### src/rtl/map_pkg.sv
package map_pkg;

	// cpu side of the cartridge connector
	typedef struct packed {
		logic [14:0] cpu_addr;
		logic        cpu_ce;   // low for $8000 and up
		logic        cpu_rw;   // 1 = read
		logic [7:0]  cpu_dat;
		logic        req;
	} cpu_bus_t;

	// ppu side, pattern and nametable fetches
	typedef struct packed {
		logic [13:0] ppu_addr;
		logic        ppu_we;   // active low
		logic        req;
	} ppu_bus_t;

	typedef struct packed {
		logic cfg_mir_v;     // vertical mirroring
		logic cfg_chr_ram;   // chr is ram instead of rom
	} map_cfg_t;

	// save-state port
	typedef struct packed {
		logic       ss_act;
		logic       ss_we;
		logic [7:0] ss_addr;
		logic [7:0] ss_wdat;
	} ss_bus_t;

	// save-state register map
	localparam logic [7:0] SS_IDX_PRG  = 8'd8;    // four prg banks from here
	localparam logic [7:0] SS_IDX_CTRL = 8'd12;
	localparam logic [7:0] SS_IDX_CNT  = 8'd13;   // counter lo, hi
	localparam logic [7:0] SS_IDX_LAT  = 8'd15;   // latch lo, hi
	localparam logic [7:0] SS_IDX_MAP  = 8'd127;

	localparam logic [7:0] MAP_NUM = 8'd142;

endpackage

### src/rtl/mem_pkg.sv
package mem_pkg;

	// 17 bits of prg space plus the region bit
	localparam int MEM_AW = 18;

	// top address bit picks the region
	localparam logic REGION_PRG = 1'b0;
	localparam logic REGION_CHR = 1'b1;

	// one request into cartridge memory
	typedef struct packed {
		logic [MEM_AW-1:0] addr;
		logic              we;
		logic [7:0]        wdat;
		logic              valid;
	} mem_req_t;

	// arbiter port numbering
	typedef enum logic [1:0] {
		SRC_CPU  = 2'd0,
		SRC_PPU  = 2'd1,
		SRC_HOST = 2'd2
	} req_src_e;

endpackage

### src/rtl/host_apb.sv
`timescale 1ns/100ps

module host_apb (
	input  logic              m2,
	input  logic              map_rst,
	input  logic              psel,
	input  logic              penable,
	input  logic              pwrite,
	input  logic [11:0]       paddr,
	input  logic [7:0]        pwdata,
	output logic [7:0]        prdata,
	output logic              pready,
	output map_pkg::ss_bus_t  ss,
	input  logic [7:0]        ss_rdat,
	output mem_pkg::mem_req_t mreq,
	input  logic              mack,
	input  logic [7:0]        mrdat
);

	logic                       acc;       // access phase
	logic                       sel_reg;
	logic                       sel_page;
	logic                       sel_win;
	logic [9:0]                 page;
	logic                       ld_pend;
	logic [mem_pkg::MEM_AW-1:0] ld_addr;
	logic                       ld_we;
	logic [7:0]                 ld_wdat;

	assign acc = psel && penable;
	assign sel_reg = !paddr[11];
	assign sel_page = paddr[11:1] == 11'h400;   // 0x800 low byte, 0x801 top two bits
	assign sel_win = paddr[11:8] == 4'h9;

	assign ss = '{
		ss_act:  acc && sel_reg,
		ss_we:   acc && sel_reg && pwrite,
		ss_addr: paddr[7:0],
		ss_wdat: pwdata
	};

	assign mreq = '{addr: ld_addr, we: ld_we, wdat: ld_wdat, valid: ld_pend};

	// loader window waits for memory, everything else finishes at once
	assign pready = acc && (sel_win ? mack : 1'b1);

	always_comb begin
		if (sel_reg)
			prdata = ss_rdat;
		else if (sel_win)
			prdata = mrdat;
		else if (sel_page)
			prdata = paddr[0] ? {6'd0, page[9:8]} : page[7:0];
		else
			prdata = 8'h00;
	end

	always_ff @(posedge m2) begin
		if (map_rst) begin
			page <= 10'd0;
			ld_pend <= 1'b0;
		end else begin
			if (acc && pwrite && sel_page) begin
				if (paddr[0])
					page[9:8] <= pwdata[1:0];
				else
					page[7:0] <= pwdata;
			end
			if (acc && sel_win && !ld_pend)
				ld_pend <= 1'b1;
			else if (mack)
				ld_pend <= 1'b0;
		end
	end

	always_ff @(posedge m2) begin
		if (acc && sel_win && !ld_pend) begin
			ld_addr <= {page, paddr[7:0]};
			ld_we <= pwrite;
			ld_wdat <= pwdata;
		end
	end

	a_paddr_hold: assert property (@(posedge m2) disable iff (map_rst)
		psel && !pready |=> $stable(paddr));

endmodule

### config.mk
export PLATFORM = sky130hd
export DESIGN_NAME = host_apb
export DESIGN_NICKNAME = d
export VERILOG_FILES = /design/src/rtl/map_pkg.sv /design/src/rtl/mem_pkg.sv /design/src/rtl/host_apb.sv
export SDC_FILE = /design/constraint.sdc
export NUM_CORES = 1
export LEC_CHECK = 0
export ABC_AREA = 1
export BUFFER_PORTS_ARGS = -buffer_cell sky130_fd_sc_hd__buf_2
export CAP_MARGIN = 25
export CORE_MARGIN = 2
export CORE_UTILIZATION = 40
export CTS_BUF_LIST = sky130_fd_sc_hd__clkbuf_4
export DETAILED_ROUTE_END_ITERATION = 7
export PLACE_DENSITY = 0.77
export SYNTH_ARGS = -nofsm -noshare
export SYNTH_HDL_FRONTEND = slang
export SYNTH_SLANG_ARGS = --single-unit
### constraint.sdc
create_clock -name m2 -period 2.1 [get_ports m2]
set_input_delay 0 -clock m2 [delete_from_list [all_inputs] [get_ports m2]]
set_output_delay 0 -clock m2 [all_outputs]
set_load 0.01 [all_outputs]
## Word-level counts from Yosys, hierarchy flattened

Cells that the tools add are included.

| operators by class | value |
|---|---|
| eq/ne operators | 2 |
| mux-type cells | 7 |
| bitwise logic cells | 1 |
| reductions and logical operators | 13 |

Operators by type and width:

| cell | number |
|---|---|
| 2-to-1 mux 8 bit | 4 |
| equality test 11 bit, second input constant | 1 |
| logical AND 1 bit | 8 |
| equality test 4 bit, second input constant | 1 |
| AND reduction 2 bit | 2 |
| 2-to-1 mux 1 bit | 3 |
| zero test 1 bit | 2 |
| nonzero test 2 bit | 1 |
| NOT 1 bit | 1 |

| storage, ports and cells | value |
|---|---|
| register bits | 38 |
| input port bits | 42 |
| output and inout bits | 55 |
| word-level logic and storage cells | 29 |

## Longest topological paths before layout

Gate-level depths: netlist of the first run.

| depth | value |
|---|---|
| word-level depth | 4 |
| gate-level depth with buffers | 7 |
| gate-level depth less buffers | 7 |

## Worst setup path after synthesis of the first run

No wires, ideal clock.

| path | value |
|---|---|
| path kind | input port to flip-flop |
| from | input port paddr[10] |
| to | register ld_addr[0] (netlist name), enable pin |
| library setup time | 0.382 ns |
| data arrival time | 1.074 ns |
| required time | 1.718 ns |
| path slack | 0.644 ns |
| cell stages on the path | 5 |
| path buffers | 0 |
| cells stage by stage | nor2_2 nand2_2 nor2_2 nand2_2 inv_1 |

| between the ends | value |
|---|---|
| cells in the longest elaborated chain, start to end | 3 |

RTL lines:

| item | line | text |
|---|---|---|
| start, declared | host_apb.sv:9 | `input logic [11:0] paddr,` |
| equality test 4 bit | host_apb.sv:33 | `assign sel_win = paddr[11:8] == 4'h9;` |
| logical AND 1 bit (2 in a row) | host_apb.sv:77 | `if (acc && sel_win && !ld_pend) begin` |
| end signal, assigned | host_apb.sv:78 | `ld_addr <= {page, paddr[7:0]};` |
| end, declared | host_apb.sv:26 | `logic [mem_pkg::MEM_AW-1:0] ld_addr;` |

Every way passes these cells.
A chain may end at the register's enable or synchronous reset.

## Final worst setup path of the first run

| path | value |
|---|---|
| from | input port paddr[7] |
| to | output port prdata[1] |

| between the ends | value |
|---|---|
| cells in the longest elaborated chain, start to end | 4 |

RTL lines:

| item | line | text |
|---|---|---|
| equality test 11 bit | host_apb.sv:32 | `assign sel_page = paddr[11:1] == 11'h400;` |
| 2-to-1 mux 8 bit | host_apb.sv:52 | `else if (sel_page)` |
| 2-to-1 mux 8 bit | host_apb.sv:50 | `else if (sel_win)` |
| 2-to-1 mux 8 bit | host_apb.sv:48 | `if (sel_reg)` |
| end, declared | host_apb.sv:11 | `output logic [7:0] prdata,` |

Every way passes these cells.

==> results of run 1 <==
[final cells by class]
class                      instances  area, um^2  share of cell area (%)
tap                               52       65.06                   2.668
multi-input combinational        106       520.5                   21.34
inverter                          22       82.58                   3.386
timing repair buffer             117       685.7                   28.12
sequential                        38        1031                   42.28
clock buffer                       6       45.04                   1.847
clock inverter                     2       8.758                  0.3592
[sequential cells by signal (all words and copies together) (netlist names)]
| register | count |
|---|---|
| page | 10 |
| ld_pend | 1 |
| ld_wdat | 8 |
| ld_we | 1 |
| ld_addr | 18 |
[Yosys cell counts]
cell type / number / area [um^2]
nor2_1: 30 / 112.6
nand2_2: 3 / 18.77
edfxtp_1: 27 / 810.8
nor2_2: 3 / 18.77
nand3_1: 7 / 35.03
inv_2: 2 / 7.510
inv_1: 19 / 71.32
nor2_4: 2 / 22.52
nand2_1: 44 / 165.2
nor2_8: 1 / 20.02
a21oi_1: 3 / 15.01
nor3_1: 1 / 5.000
o211ai_1: 2 / 15.01
clkinv_1: 1 / 3.750
buf_4: 18 / 135.1
nand4_1: 8 / 50.05
dfxtp_1: 11 / 220.2
nand4_4: 2 / 42.54
[power by group through the flow]
stage	Sequential, W	Clock (W)	Combinational [W]
6_report	0.000804	0.000369	0.000175
5_1_grt	0.000805	0.000412	0.000191
3_3_place_gp	0.000821	0	0.000148
4_1_cts	0.000804	0.000381	0.000175
2_1_floorplan	0.000824	0	0.0000780
3_5_place_dp	0.000821	0	0.000149
[worst max path at each step]
| stage | startpoint | end | slack [ns] | cells past startpoint |
|---|---|---|---|---|
| 2_1_floorplan | paddr[10] | ld_addr[0] | 0.64 | 5 |
| 3_5_place_dp | ld_pend | ld_wdat[4] | 0.85 | 4 |
| 5_1_grt | paddr[7] | prdata[1] | 0.44 | 8 |
| 4_1_cts | paddr[7] | prdata[1] | 0.55 | 8 |
| 3_3_place_gp | ld_pend | ld_wdat[4] | 0.91 | 4 |
| 6_report | paddr[7] | prdata[1] | 0.56 | 8 |
[through the flow]
stage	power (W)	setup slack (ns)	cell area [um^2]
6_report	0.001348	0.5555	2439
5_1_grt	0.001407	0.4448	2439
4_1_cts	0.001360	0.5525	2439
3_5_place_dp	0.0009705	0.8495	2195
3_3_place_gp	0.0009683	0.9125	2195
2_1_floorplan	0.0009018	0.6440	1769
[cell usage in the layout, fill, tap and decap left out, types with 2 or more instances in the layout]
master / count
nand2_2: 3
inv_1: 19
nor2_1: 30
clkinv_1: 2
clkbuf_4: 6
nor2_2: 3
edfxtp_1: 27
dlygate4sd3_1: 19
nand3_1: 7
a21oi_1: 3
o211ai_1: 2
buf_2: 96
inv_2: 2
nor2_4: 2
dfxtp_1: 11
nand4_4: 2
buf_4: 2
nand2_1: 44
nand4_1: 8
[metal layers]
layer	vias to the layer above	GRT usage, %	wire length (um)
met5	-	0	0
met4	0	7.692	83
met3	8	4.906	272
met2	63	29.66	2242
met1	689	20.48	1679
li1	794	-	-
[cells by family (layout without fill, tap and decap cells)]
| group | Yosys count | count (layout) |
|---|---|---|
| simple gates | 101 | 101 |
| flops | 38 | 38 |
| buf+inv | 40 | 147 |
| compound gates | 5 | 5 |
[tightest hold or removal path, stage by stage]
cell and delay, ns:
buf_2 0.09, nor2_2 0.03, nand2_2 0.10, nor2_4 0.06
nand4_1 0.09, nand2_1 0.06, nand2_1 0.05, nor2_1 0.03
==> results.md, run 1 <==
- Number of CTS-inserted buffers: 5
- Largest net degree at the start of global routing: 28
- Initial Util: 41.20%
- Final Util: 56.79%
- Die X: 70.51 um
- # setup viols final: 0
- Worst reg2reg setup slack: 0.84 ns
- Syn avg cell area: 9.615 um^2
- Synthesized instance count: 184
- Clock power share: 27.4%
- Hold WS: 0.1936 ns
- Reg-to-reg startpoint: ld_pend
- CP max-delay cell: dlygate4sd3_1
- Post-synthesis adder-cell area fraction: 0%
- Worst Hold Depth: 8
- Hold_sp: paddr[9]
- Drt pass-1 iters: 4
- Worst setup SP type: input port
- CP Cell Sequence: dlygate4sd3_1 -> buf_2 -> nor2_1 -> nand2_1 -> nor2_8 -> nand2_1 -> o211ai_1 -> buf_2
- # port buffers: 96
- Final layout net count: 332
- Final Hold Viols: 0
- Avg WL per Cell: 12.47 um
- Largest family of logic cells by synthesized area: simple AND/OR/NAND/NOR gates
- Clk sinks: 38
- Worst VDD drop: 285.3 uV
- Antenna diodes: 0
- Crit end category: primary output
- Synthesized area: 1769 um^2
- Layout Cells excl Fill: around 340
- Clock buffer depth: 2
- Worst hold endpoint: page[8]
- CP max FO: 9
- PwrDens: 552.6 nW/um^2
- Core Area: 4294 um^2
- DRC Markers: 0
- CP Data Arrival Time: ~1.5 ns
- # resized after CTS: 0
- CTS root buf: clkbuf_4
- CP peak stage delay: 0.53 ns
- Global route total overflow: 0
- Cell family with most CP delay: buffers and inverters
- IO Pins: 97
- LEAKAGE: 1.212 nW
- H-tree depth: 2
- Ys Warns: 0
- # Post-CTS Setup Buffers: 0
- Tmin final: around 1.5 ns
- Area growth syn-to-layout: 37.84%
- Distinct cells, synth: 18
- Filler cell count: 418
- HPWL after DPL: between 3000 and 4000 um
- Reg clk slew, reported paths: between 0.1 and 0.15 ns
- Skew final: roughly 0.0063 ns
- WS Path Type: in -> out
- Min-delay worst type: in -> reg
- Post-CTS Hold Fix Bufs: 19
- Placed Cells: 316
- Fraction of final layout cells sized beyond drive strength 1: 40.55%
- Depth of the most critical reg-to-reg path: 4
- Seq/Total Area, Yosys: 58.27%
- Combinational Power Share: 13.0%
- FMAX: 0.6475 GHz
- Area share of and/or/nand/nor cells after synthesis: 27.72%
- Status: finished clean
- Slew Viols, Final: 0
- Post-synthesis register bit count: 38
- Initial antenna violation count: 0
- Die height: around 70 um
- Internal cell power: ~0.001 W
- Worst r2r dst: ld_pend
- CTS tree: yes
- Synth Net Count: 226
- Number of global-route vias before repair: around 1400
- CP Buf/Inv Count: 3
- Die area: 4971 um^2
- Worst skew pair latency: 0.34 ns
- Final Wtd Congestion: 0.8152
- RSZ-0062 raised after global routing: no
- Req. time, crit path: roughly 2.1 ns
- XOR/XNOR Fraction of Synth Area: 0%
- Synth Area in Compound Gates: 1.697%
- Post-synthesis mux area share: 0%
- Routed Antenna Nets: 0
- Max cap viols: 0
- Worst-Margin Slew: 0.3545 ns
- Vias/cell: 4.531
- FP Rows: 24
- Setup TNS Final: 0 ns
- Drt first-iter violations: 65
- Via count: 1554
- Sw Pwr: around 0.00032 W
- Final Cycle Share: roughly 74%
- First-pass GRT wire length: around 6600 um
- Sequential share of power: 59.7%
- Slew headroom: 76.36%
- Final wirelength: around 4300 um
- Sw frac: between 20% and 30%
- Total GRT Usage: ~17%
Power figures use the tool's default switching activity.
==> inputs of run 2 (changes only) <==
Settings changed: PLACE_DENSITY 0.77 to 0.8.
Clock period 2.1 ns to 1.38 ns, I/O delays scaled along.
==> run 2 against run 1 <==
Sequential share of layout area down 0.58 points. Clock power up 92%. Cell count is 0.29% lower. Clock skew is 0.0058 ns higher. Register-to-register slack got worse by 0.73 ns. Sequential power grew 52%. Combinational power increased by 51%. Routed wire length fell by 4.1%. Non-clock buffer count did not move. Die area unchanged. Via count down 1.1%. Core utilization rose by 0.79 points. Highest routed layer unchanged.
==> results.md, run 2 (synthesis results as in run 1) <==
- IO Pins: 97
- Max cap viols: 0
- Reg area: 1031 um^2
- # Post-CTS Setup Buffers: 0
- Via count: 1537
- # port buffers: between 90 and 100
- Final setup margin: 0.1054 ns
- Depth of the most critical reg-to-reg path: 4
- Number of CTS-inserted buffers: 5
- Slew Viols, Final: 0
- CP endpoint: ld_pend
- Worst-Margin Slew: 0.2820 ns
- Antenna diodes: 0
- Final Cycle Share: 92.36%
- Avg WL per Cell: 11.99 um
- Min-delay worst type: in -> reg
- HPWL after DPL: 3034 um
- Filler cell count: 386
- Crit path launch: ld_pend
- Vias/cell: 4.494
- Die area: approximately 5000 um^2
- Initial Util: 41.20%
- # resized after CTS: 0
- Area occupied by multi-input gates: 520.5 um^2
- Initial antenna violation count: 0
- Largest net degree at the start of global routing: 28
- Req. time, crit path: around 1.7 ns
- Die X: 70.51 um
- RSZ-0062 raised after global routing: no
- Total GRT Usage: ~17%
- CTS tree: yes
- Global route total overflow: 0
- WS Path Type: reg -> reg
- Clock buffer depth: 2
- Worst setup SP type: flop
- Flip-flop count of the largest register after layout: 18
- First-pass GRT wire length: 6506 um
- Hold WS: ~0.21 ns
- Layout Cells excl Fill: between 300 and 400
- Biggest register: ld_addr
- Worst reg2reg setup slack: around 0.11 ns
- Area growth syn-to-layout: 39.75%
- # setup viols final: 0
- Drt pass-1 iters: 4
- Largest registers: ld_addr: 18 flops, page: 10 flops, ld_wdat: 8 flops
- DRC Markers: 0
- Most common cell after layout, fill and taps aside: buf_2
- Final Hold Viols: 0
- Fraction of final layout cells sized beyond drive strength 1: 40.69%
- Post-CTS Hold Fix Bufs: 19
- FMAX: 0.7846 GHz
- Status: finished clean
- Die height: 70.51 um
- Most frequent cells in the layout: buf_2 (96), nand2_1 (44), nor2_1 (30), edfxtp_1 (27), dlygate4sd3_1 (19)
- Skew final: 0.01215 ns
- Setup TNS Final: 0 ns
- H-tree depth: 2
- Number of global-route vias before repair: 1497
- Total power: between 0.002 and 0.0025 W
- Final layout net count: 332
- Reg clk slew, reported paths: 0.11 ns
- CP max FO: 3
- Slew headroom: between 80% and 90%
- Worst VDD drop: between 500 and 600 uV
- Worst skew pair latency: 0.33 ns
- Reg-to-reg startpoint: ld_pend
- CTS root buf: clkbuf_4
- Drt first-iter violations: 90
- Core Area: roughly 4300 um^2
- Worst r2r dst: ld_pend
- Tmin final: about 1.3 ns
- Clk sinks: 38
- PwrDens: 888.9 nW/um^2
- Final Wtd Congestion: 0.8393
- Pre-CTS setup slack: 0.2723 ns
- FP Rows: 24
- Crit end category: flop
- LEAKAGE: 1.210 nW
- CP Data Arrival Time: 1.56 ns
- Placed Cells: 316
- Routed Antenna Nets: 0
- Final wirelength: 4102 um
[run 2: cell count changes in the layout (fill, tap and decap cells not counted)]
cell,previous run,this run
buf_4,2,1
clkinv_2,1,0
bufinv_16,0,1
clkbuf_4,6,5
inv_1,19,18
buf_12,0,1
clkinvlp_4,0,1
[run 2: cell type report]
class / instances / area share [%]
clock buffers: 5 / 1.518
inverters: 22 / 3.492
multi-input cells: 106 / 21.05
flip-flops and latches: 38 / 41.70
clock inverters: 2 / 1.366
repair buffers: 117 / 28.24
well taps: 52 / 2.632
[run 2: where the power goes]
group | switching (W) | internal (W) | total (W)
sequential | 0.00000173 | 0.00122 | 0.00122
combinational | 0.000137 | 0.000128 | 0.000265
clock | 0.000343 | 0.000366 | 0.000709
total | 0.000482 | 0.00172 | 0.00220
[run 2: worst min-delay path by stage]
stage               startpoint       to  slack (ns)  cells after the start
floorplan            paddr[11]   ss[17]        0.05                      1
CTS                   paddr[9]  page[9]        0.20                      8
global route          paddr[5]   ss[13]        0.24                      2
global placement       map_rst  ld_pend        0.19                      2
finish                paddr[9]  page[9]        0.21                      8
detailed placement     map_rst  ld_pend        0.19                      2
[run 2: layer usage]
metal  GRT usage (%)  vias up  share of wire [%]
met5               0        -                  0
met4           6.624        0                1.1
met3           5.339        6                8.6
met2           29.66       66                 51
met1           19.02      674                 39
li1                -      791                  -
[run 2: through the flow]
step	area, um^2	utilization [%]
2_1_floorplan	1773	-
3_3_place_gp	2211	51.49
3_5_place_dp	2211	51.49
4_1_cts	2472	57.58
5_1_grt	2472	57.58
6_report	2472	57.58
[run 2: worst max-delay path: stages (launching register included)]
cell and delay, ns:
dfxtp_1 0.34, nor2_1 0.13, nand2_2 0.09, a21oi_1 0.12
dlygate4sd3_1 0.55
