==> src/rtl/map_pkg.sv <==
package map_pkg;

	// cpu side of the cartridge connector
	typedef struct packed {
		logic [14:0] cpu_addr;
		logic        cpu_ce;   // low for $8000 and up
		logic        cpu_rw;   // 1 = read
		logic [7:0]  cpu_dat;
		logic        req;
	} cpu_bus_t;

	// ppu side, pattern and nametable fetches
	typedef struct packed {
		logic [13:0] ppu_addr;
		logic        ppu_we;   // active low
		logic        req;
	} ppu_bus_t;

	typedef struct packed {
		logic cfg_mir_v;     // vertical mirroring
		logic cfg_chr_ram;   // chr is ram instead of rom
	} map_cfg_t;

	// save-state port
	typedef struct packed {
		logic       ss_act;
		logic       ss_we;
		logic [7:0] ss_addr;
		logic [7:0] ss_wdat;
	} ss_bus_t;

	// save-state register map
	localparam logic [7:0] SS_IDX_PRG  = 8'd8;    // four prg banks from here
	localparam logic [7:0] SS_IDX_CTRL = 8'd12;
	localparam logic [7:0] SS_IDX_CNT  = 8'd13;   // counter lo, hi
	localparam logic [7:0] SS_IDX_LAT  = 8'd15;   // latch lo, hi
	localparam logic [7:0] SS_IDX_MAP  = 8'd127;

	localparam logic [7:0] MAP_NUM = 8'd142;

endpackage

==> src/rtl/mem_pkg.sv <==
package mem_pkg;

	// 17 bits of prg space plus the region bit
	localparam int MEM_AW = 18;

	// top address bit picks the region
	localparam logic REGION_PRG = 1'b0;
	localparam logic REGION_CHR = 1'b1;

	// one request into cartridge memory
	typedef struct packed {
		logic [MEM_AW-1:0] addr;
		logic              we;
		logic [7:0]        wdat;
		logic              valid;
	} mem_req_t;

	// arbiter port numbering
	typedef enum logic [1:0] {
		SRC_CPU  = 2'd0,
		SRC_PPU  = 2'd1,
		SRC_HOST = 2'd2
	} req_src_e;

endpackage

==> src/rtl/map_142.sv <==
`timescale 1ns/100ps

module map_142 (
	input  logic              m2,
	input  logic              map_rst,
	input  map_pkg::map_cfg_t cfg,
	input  map_pkg::cpu_bus_t cpu,
	input  map_pkg::ppu_bus_t ppu,
	input  map_pkg::ss_bus_t  ss,
	output logic [7:0]        ss_rdat,
	output mem_pkg::mem_req_t cpu_mreq,
	output mem_pkg::mem_req_t ppu_mreq,
	output logic              cpu_reg_ack,
	output logic              ciram_a10,
	output logic              ciram_ce,
	output logic              irq
);

	logic [3:0]  prg_bank [4];
	logic [3:0]  prg_sel;       // bank select written at $e000
	logic [7:0]  chr_bank [8];
	logic        mirror;
	logic [15:0] irq_counter;
	logic [15:0] irq_latch;
	logic        irq_enable;
	logic        irq_reg;
	logic        reg_wr;
	logic [3:0]  cpu_bank;

	// cpu writes never go to memory, the mapper takes and acks them
	assign reg_wr = cpu.req && !cpu.cpu_rw && !cpu_reg_ack && !ss.ss_act;

	assign cpu_bank = cpu.cpu_ce ? prg_bank[3] : prg_bank[cpu.cpu_addr[14:13]];

	assign cpu_mreq = '{
		addr:  {mem_pkg::REGION_PRG, cpu_bank, cpu.cpu_addr[12:0]},
		we:    1'b0,
		wdat:  8'h00,
		valid: cpu.req && cpu.cpu_rw
	};

	// nametable fetches go to ciram, only pattern space is requested
	assign ppu_mreq = '{
		addr:  {mem_pkg::REGION_CHR, 3'b000, chr_bank[0][0], ppu.ppu_addr[12:0]},
		we:    1'b0,
		wdat:  8'h00,
		valid: ppu.req && !ppu.ppu_addr[13]
	};

	assign ciram_a10 = cfg.cfg_mir_v ? ppu.ppu_addr[10] : ppu.ppu_addr[11];
	assign ciram_ce = !ppu.ppu_addr[13];
	assign irq = irq_reg;

	always_ff @(posedge m2) begin
		if (map_rst)
			cpu_reg_ack <= 1'b0;
		else
			cpu_reg_ack <= reg_wr;   // one cycle after the write
	end

	always_ff @(posedge m2) begin
		if (map_rst) begin
			for (int i = 0; i < 4; i++)
				prg_bank[i] <= 4'(i);
			for (int i = 0; i < 8; i++)
				chr_bank[i] <= 8'h00;
			prg_sel <= 4'd0;
			mirror <= 1'b0;
			irq_counter <= 16'h0000;
			irq_latch <= 16'h0000;
			irq_enable <= 1'b0;
			irq_reg <= 1'b0;
		end else if (ss.ss_act) begin
			// state restore, everything else holds
			if (ss.ss_we) begin
				if (ss.ss_addr[7:3] == 5'd0)
					chr_bank[ss.ss_addr[2:0]] <= ss.ss_wdat;
				if (ss.ss_addr[7:2] == map_pkg::SS_IDX_PRG[7:2])
					prg_bank[ss.ss_addr[1:0]] <= ss.ss_wdat[3:0];
				case (ss.ss_addr)
					map_pkg::SS_IDX_CTRL:        {mirror, irq_reg, irq_enable} <= ss.ss_wdat[7:5];
					map_pkg::SS_IDX_CNT:         irq_counter[7:0] <= ss.ss_wdat;
					map_pkg::SS_IDX_CNT + 8'd1:  irq_counter[15:8] <= ss.ss_wdat;
					map_pkg::SS_IDX_LAT:         irq_latch[7:0] <= ss.ss_wdat;
					map_pkg::SS_IDX_LAT + 8'd1:  irq_latch[15:8] <= ss.ss_wdat;
					default: ;
				endcase
			end
		end else begin
			if (reg_wr && !cpu.cpu_ce) begin
				case (cpu.cpu_addr[14:12])
					3'd0, 3'd1, 3'd2, 3'd3: begin   // latch nibbles
						irq_latch[{cpu.cpu_addr[13:12], 2'b00} +: 4] <= cpu.cpu_dat[3:0];
						irq_reg <= 1'b0;
					end
					3'd4: begin
						irq_enable <= cpu.cpu_dat[3:0] != 4'd0;
						if (cpu.cpu_dat[3:0] != 4'd0)
							irq_counter <= irq_latch;
						irq_reg <= 1'b0;
					end
					3'd5: irq_reg <= 1'b0;            // acknowledge
					3'd6: prg_sel <= cpu.cpu_dat[3:0];
					3'd7: begin
						case (prg_sel)
							4'd1: prg_bank[0] <= cpu.cpu_dat[3:0];
							4'd2: prg_bank[1] <= cpu.cpu_dat[3:0];
							4'd3: prg_bank[2] <= cpu.cpu_dat[3:0];
							4'd4: prg_bank[3] <= cpu.cpu_dat[3:0];
							default: ;
						endcase
					end
				endcase
			end

			// up counter, fires on the wrap and restarts from the latch
			if (irq_enable) begin
				if (irq_counter == 16'hffff) begin
					irq_counter <= irq_latch;
					irq_reg <= 1'b1;
				end else begin
					irq_counter <= irq_counter + 16'd1;
				end
			end
		end
	end

	always_comb begin
		ss_rdat = 8'hff;
		if (ss.ss_addr[7:3] == 5'd0) begin
			ss_rdat = chr_bank[ss.ss_addr[2:0]];
		end else if (ss.ss_addr[7:2] == map_pkg::SS_IDX_PRG[7:2]) begin
			ss_rdat = {4'd0, prg_bank[ss.ss_addr[1:0]]};
		end else begin
			case (ss.ss_addr)
				map_pkg::SS_IDX_CTRL:       ss_rdat = {mirror, irq_reg, irq_enable, 5'd0};
				map_pkg::SS_IDX_CNT:        ss_rdat = irq_counter[7:0];
				map_pkg::SS_IDX_CNT + 8'd1: ss_rdat = irq_counter[15:8];
				map_pkg::SS_IDX_LAT:        ss_rdat = irq_latch[7:0];
				map_pkg::SS_IDX_LAT + 8'd1: ss_rdat = irq_latch[15:8];
				map_pkg::SS_IDX_MAP:        ss_rdat = map_pkg::MAP_NUM;
				default:                    ss_rdat = 8'hff;
			endcase
		end
	end

	// the cpu must hold its write until the ack, so no read can appear with it
	a_no_mreq_on_reg_ack: assert property (@(posedge m2) disable iff (map_rst)
		cpu_reg_ack |-> !cpu_mreq.valid);

endmodule

==> config.mk <==
export PLATFORM = sky130hd
export DESIGN_NAME = map_142
export DESIGN_NICKNAME = d
export VERILOG_FILES = /design/src/rtl/map_pkg.sv /design/src/rtl/mem_pkg.sv /design/src/rtl/map_142.sv
export SDC_FILE = /design/constraint.sdc
export NUM_CORES = 1
export LEC_CHECK = 0
export BUFFER_PORTS_ARGS = -buffer_cell sky130_fd_sc_hd__buf_2
export CAP_MARGIN = 15
export CORE_MARGIN = 5
export CORE_UTILIZATION = 51
export CTS_BUF_LIST = sky130_fd_sc_hd__clkbuf_8
export DETAILED_ROUTE_END_ITERATION = 8
export PLACE_DENSITY = 0.74
export RECOVER_POWER = 100
export SYNTH_ARGS = -nofsm -noshare
export SYNTH_HDL_FRONTEND = slang
export SYNTH_SLANG_ARGS = --single-unit
export TNS_END_PERCENT = 50
==> constraint.sdc <==
create_clock -name m2 -period 4.5 [get_ports m2]
set_input_delay 1.35 -clock m2 [delete_from_list [all_inputs] [get_ports m2]]
set_output_delay 1.35 -clock m2 [all_outputs]
set_load 0.01 [all_outputs]
== Yosys cells after proc, flatten, opt, wreduce, memory -nomap -nowiden ==
Memories as Yosys holds them, arrays and structs flattened.
Cells that the tools add are included.
Storage, ports and cells
  memory bits (read-only): 0
  register bits after elaboration: 40
  output and inout port bits: 68
  bits in latches: 0
  memory bits (writable): 80
  memories kept: 2
  word-level logic and storage cells: 156
Cells by class
  bitwise logic cells: 5
  muxes and demuxes: 79
  reductions and logical operators: 32
  equal/unequal tests: 25
  add/subtract/negate cells: 2
  $lt $le $gt $ge: 0
  shift-type cells: 2
  divide/modulo/power cells: 0
  $mul: 0
Memories
  chr_bank: depth 8, width 8, rd ports 2, clocked after memory_dff 0, write ports 8, RTL line map_142.sv:21  | logic [7:0] chr_bank [8];
  prg_bank: depth 4, width 4, rd ports 3, clocked after memory_dff 0, write ports 4, RTL line map_142.sv:19  | logic [3:0] prg_bank [4];
Operators with widths (count)
  $mux 16: 11
  $mux 8: 7
  $mux 1: 51
  $pmux 8 s6: 1
  $eq 8x4->1 const B: 4
  $mux 4: 6
  $add 16x1->16 const B: 1
  $bwmux 16: 1
  $eq 16x16->1 const B: 1
  $shift 4x6->16 const A: 1
  $shiftx 4x6->16: 1
  $eq 3x3->1 const B: 4
  $reduce_and 4->1: 3
  $ne 2x1->1 const B: 5
  $reduce_and 5->1: 2
  $reduce_bool 3->1: 3
  $eq 4x2->1 const B: 2
  $eq 8x5->1 const B: 1
  $eq 8x7->1 const B: 1
  $reduce_or 4->1: 2
  $reduce_or 8->1: 1
  $eq 3x2->1 const B: 2
  $eq 6x2->1 const B: 1
  $logic_and 1x1->1: 6
  17 further kinds: 27

== Longest topological paths before layout ==
  depth after elaboration: 11
  depth in mapped cells: 9

== Worst setup path after synthesis ==
Ideal clock, no wire load.
  path type: input to output
  from: input port ss[13] in the netlist's numbering
  to: output port ss_rdat[7]
  setup slack: 0.250 ns
  arrival: 2.900 ns
  buffers on the path: 2
  stages on the path: 7
  required time: 3.150 ns
  cell sequence: or4_1 buf_2 nor2_1 buf_2 o2bb2ai_1 a221oi_1 o22ai_1
Between the ends
  longest elaborated chain between the ends: 4
  elaborated cells on any way between the ends: 11
  classes of those cells: eq/ne (7); mux (3); reduce/logical (1)
RTL lines
  start: declaration: RTL line map_142.sv:9  | input map_pkg::ss_bus_t ss,
  $eq 8x7->1, or another cell as far along: RTL line map_142.sv:135  | case (ss.ss_addr)
  $pmux 8 s6: RTL line map_142.sv:135
  $mux 8: RTL line map_142.sv:132  | end else if (ss.ss_addr[7:2] == map_pkg::SS_IDX_PRG[7:2]) begin
  $mux 8 (*): RTL line map_142.sv:130  | if (ss.ss_addr[7:3] == 5'd0) begin
  end: declaration: RTL line map_142.sv:10  | output logic [7:0] ss_rdat,
Every way passes the cells marked *; elsewhere a longest branch is shown, timed or not.

== Worst setup path in the final report ==
  from: input port ss[13] in the netlist's numbering
  to: output port ss_rdat[0]
Same word-level chain as after synthesis.

==> flow_metrics.py <==
metrics = {
    "run_status": {
        "run_status": "complete, but fails checks",
        "violations": "negative setup slack",
    },
    "cts": {
        "htree_levels": 4,
        "cts_buffers": 17,
        "cts.clk_slew.worst_paths_ns": 0.07,
        "worst_skew_pair.late_latency_ns": 0.44,
        "cts-root-to-sink-buffers": 2,
        "post_cts.repair.setup_buffers": 0,
        "tritoncts": "yes",
        "sink_count_of_the_clock_tree": 120,
        "ctsRootBufferMaster": "sky130_fd_sc_hd__clkbuf_8",
    },
    "timing": {
        "setup_ws_ns": -0.03807,
        "final.setup_skew_ns": 0.008898,
        "worst_pin_slew_ns": 1.095,
        "grt_setup_unrepaired": "true",
        "layout_min_cycle_time_ns": 4.538,
        "fin_hold_viols": 0,
        "slew_headroom_pct": 26.35,
        "max_clock_freq_mhz": 220.4,
        "layout_worst_path_cycle_share_pct": 100.8,
        "timing.final.max_slew_violations": 0,
        "hold_ws_ns": 0.4996,
        "setup_viol": 1,
    },
    "grt": {
        "grt.overflow.total": 0,
        "grt_first_pass_wirelength_um": 33530,
        "grt_util_all_layers_pct": 24.56,
        "grt_max_degree": 57,
        "antenna_found_initial": 2,
        "grt_pass1_vias": 6079,
    },
    "yosys": {
        "cell_taking_the_most_area_after_synthesis": "sky130_fd_sc_hd__edfxtp_1",
        "synth.cell_area_mm2": 0.007532,
        "synth_seq_area_share_pct": 42.52,
        "postSynthAreaPerCell_um2": 10.29,
        "yosysTopAreaCellShare_pct": 31.89,
        "postSynthRegisterBits": 120,
        "ys_types": 75,
        "synthesized_instance_count": 732,
        "dominantRegCellSynth": "sky130_fd_sc_hd__edfxtp_1",
        "yosys_warning_count": 0,
        "synth.top_cells.by_area": "sky130_fd_sc_hd__edfxtp_1 (32%), sky130_fd_sc_hd__dfxtp_1 (11%), sky130_fd_sc_hd__mux4_2 (6.0%), sky130_fd_sc_hd__buf_4 (5.1%), sky130_fd_sc_hd__mux2i_1 (4.4%)",
        "synth_enable_flop_cells": 80,
        "async_flop_share_pct": 0,
    },
    "setup_path": {
        "sort_of_element_at_the_start_of_the_critical_path": "primary input",
        "rr_startpoint": "cpu_reg_ack",
        "rrSetupSlack_ns": 1.65,
        "reg2reg_to": "irq_counter[1]",
        "worst_setup_path_type": "primary input to output port",
        "worst-endpoint-arrival_ns": 3.19,
        "worst_setup_path_end_kind": "output port",
        "timing.critical_path.from": "ss[13]",
        "cp_data_required_time_ns": 3.15,
        "worstSetupEndpoint": "ss_rdat[0]",
        "r2r_cells": 4,
        "worstPathMaxFanout": 5,
    },
    "cells_and_area": {
        "top_register": "chr_bank",
        "drive_above_1_share_pct": 21.22,
        "syn_to_final_growth_pct": 8.007,
        "mostFrequentLayoutCells": "sky130_fd_sc_hd__edfxtp_1 (80), sky130_fd_sc_hd__nor2_1 (62), sky130_fd_sc_hd__buf_2 (51), sky130_fd_sc_hd__and2_1 (50), sky130_fd_sc_hd__dfxtp_1 (40)",
        "layout_commonest_cell": "sky130_fd_sc_hd__edfxtp_1",
        "insertedDiodeCount": 0,
        "largest_register_ffs": 64,
        "layout.core_utilization_pct": 55.97,
        "finalNonFillerCells": 952,
        "num-nets-final": 830,
    },
    "drt": {
        "final_antenna_net_count": 0,
        "post_drt_via_cell_ratio": 6.338,
        "routed_wl_um": 21480,
        "initialDrtViolationCount": 584,
        "drcViolationCount": 0,
        "num_vias": 6034,
        "wl_per_cell_um": 22.56,
        "drt_first_pass_iters": 5,
    },
    "placed_design": {
        "gp_routability_congestion": 1.003,
        "place_inst": 922,
        "dp.final_hpwl_um": 15610,
        "buffer_ports.inserted": 56,
        "post_placement_worst_setup_slack_ns": -0.03710,
    },
    "pwr": {
        "seq_power_share_pct": 50.2,
        "totalPowerFinal_mw": 2.488,
        "power_report.internal_total_mw": 1.812,
        "vdd.ir_drop.worst_mv": 0.1809,
        "power_switching_mw": 0.6767,
        "cellLeakagePower_nw": 3.001,
        "power_density_normalized_to_cell_area_mw_per_mm2": 305.9,
        "share_comb_of_total_power_pct": 12.5,
        "switching_share_pct": 27.19,
        "power.clock.fraction_pct": 37.3,
    },
    "min_path": {
        "worst_hold_path.num_cells": 2,
        "min-delay-path-class": "register to register",
    },
    "die": {
        "die_h_um": 131.5,
        "core_region_area_mm2": 0.01453,
        "floorplan.rows": 44,
        "initial_core_util_pct": 51.83,
        "ioPinCount": 132,
        "floorplan.die_area_mm2": 0.01730,
        "die_width_um": 131.5,
    },
    "flow_run": {
        "max_cap_violation_count": 0,
    },
}
==> timing repair <==
item,in CTS,in global routing
hold buffers,0,0
pin swaps,1,2
endpoints found under the setup margin,2,8
resized for setup,2,4
==> synth_stat cells, types with 3 or more instances <==
cell type                  count
sky130_fd_sc_hd__nand2b_1      7
sky130_fd_sc_hd__a22oi_1       8
sky130_fd_sc_hd__nor2_2        4
sky130_fd_sc_hd__o21ai_0      21
sky130_fd_sc_hd__nand4_1       5
sky130_fd_sc_hd__a22o_1       22
sky130_fd_sc_hd__and2_1       50
sky130_fd_sc_hd__a211o_1       6
sky130_fd_sc_hd__xor2_1        3
sky130_fd_sc_hd__o211a_1       3
sky130_fd_sc_hd__a311oi_1      8
sky130_fd_sc_hd__o21ai_1       4
sky130_fd_sc_hd__nor2_1       63
sky130_fd_sc_hd__ha_1          9
sky130_fd_sc_hd__o22ai_1      10
sky130_fd_sc_hd__xnor2_1       6
sky130_fd_sc_hd__o31ai_1       4
sky130_fd_sc_hd__buf_2        10
sky130_fd_sc_hd__buf_4        51
sky130_fd_sc_hd__or2_2        10
sky130_fd_sc_hd__nor3_1       31
sky130_fd_sc_hd__nor4_1       10
sky130_fd_sc_hd__nand3_1       9
sky130_fd_sc_hd__clkbuf_1     37
sky130_fd_sc_hd__o211ai_1      7
sky130_fd_sc_hd__edfxtp_1     80
sky130_fd_sc_hd__inv_1        23
sky130_fd_sc_hd__and3_1        3
sky130_fd_sc_hd__a211oi_1      8
sky130_fd_sc_hd__nand4b_1      3
sky130_fd_sc_hd__a221oi_1      9
sky130_fd_sc_hd__o32ai_1       4
sky130_fd_sc_hd__mux2_2        4
sky130_fd_sc_hd__mux4_2       20
sky130_fd_sc_hd__nand2_1      34
sky130_fd_sc_hd__and4_1        4
sky130_fd_sc_hd__mux2i_1      33
sky130_fd_sc_hd__nor2b_1      13
sky130_fd_sc_hd__a31oi_1       4
sky130_fd_sc_hd__a21oi_1       5
sky130_fd_sc_hd__dfxtp_1      40
sky130_fd_sc_hd__nand3b_1      6
==> metal layers <==
metal	track usage [%]	vias to the layer above	share of wire (%)
met3	5.925	83	8.0
met1	31.32	2917	40
met5	0	-	0.34
met2	38.32	309	47
li1	-	2721	-
met4	13.89	4	4.8
==> worst max-delay path, cell delays in order <==
cell	delay, ns
sky130_fd_sc_hd__buf_2	0.15
sky130_fd_sc_hd__or4_4	0.59
sky130_fd_sc_hd__buf_4	0.16
sky130_fd_sc_hd__nor3b_1	0.24
sky130_fd_sc_hd__a221o_1	0.15
sky130_fd_sc_hd__a211oi_1	0.06
sky130_fd_sc_hd__o22ai_1	0.29
sky130_fd_sc_hd__buf_2	0.20
==> kinds of logic after synthesis <==
group | count (synthesis) | synth area share [%]
AND/OR/NAND/NOR | 264 | 18.97
AO/OA/AOI/OAI | 148 | 15.96
buffers and inverters | 123 | 8.937
flip-flops | 120 | 42.52
multiplexers | 57 | 10.96
adder cells (fa/ha/maj) | 9 | 1.495
XOR/XNOR | 9 | 1.047
other | 2 | 0.09970
==> metrics by stage <==
stage               cell area (um2)  TNS (ns)
finish                         8135  -0.03807
global route                   8135  -0.01607
CTS                            8142         0
detailed placement             7765  -0.05638
global placement               7765         0
floorplan                      7611         0
==> final cells by class <==
type	count	area, um2
Clock buffer	17	234.0
Clock inverter	13	133.9
Fill cell	1280	6399
Inverter	23	86.33
Multi-Input combinational cell	510	3740
Sequential cell	120	3203
Tap cell	184	230.2
Timing Repair Buffer	85	508.0
==> how the worst min path moves through the flow <==
| stage | start | endpoint |
|---|---|---|
| finish | prg_sel[3] | prg_sel[3] |
| global route | irq_latch[14] | irq_latch[14] |
| CTS | prg_sel[3] | prg_sel[3] |
| detailed placement | prg_sel[3] | prg_sel[3] |
| global placement | prg_sel[3] | prg_sel[3] |
| floorplan | irq_latch[13] | irq_latch[13] |
==> power groups by stage <==
stage / clock network, mW / registers, mW / logic [mW]
after detailed placement: 0 / 1.27 / 0.305
after CTS: 0.937 / 1.25 / 0.306
after floorplan: 0 / 1.26 / 0.241
final: 0.929 / 1.25 / 0.310
after global routing: 0.984 / 1.25 / 0.332
after global placement: 0 / 1.27 / 0.297
(Power assumes the default switching activity.)
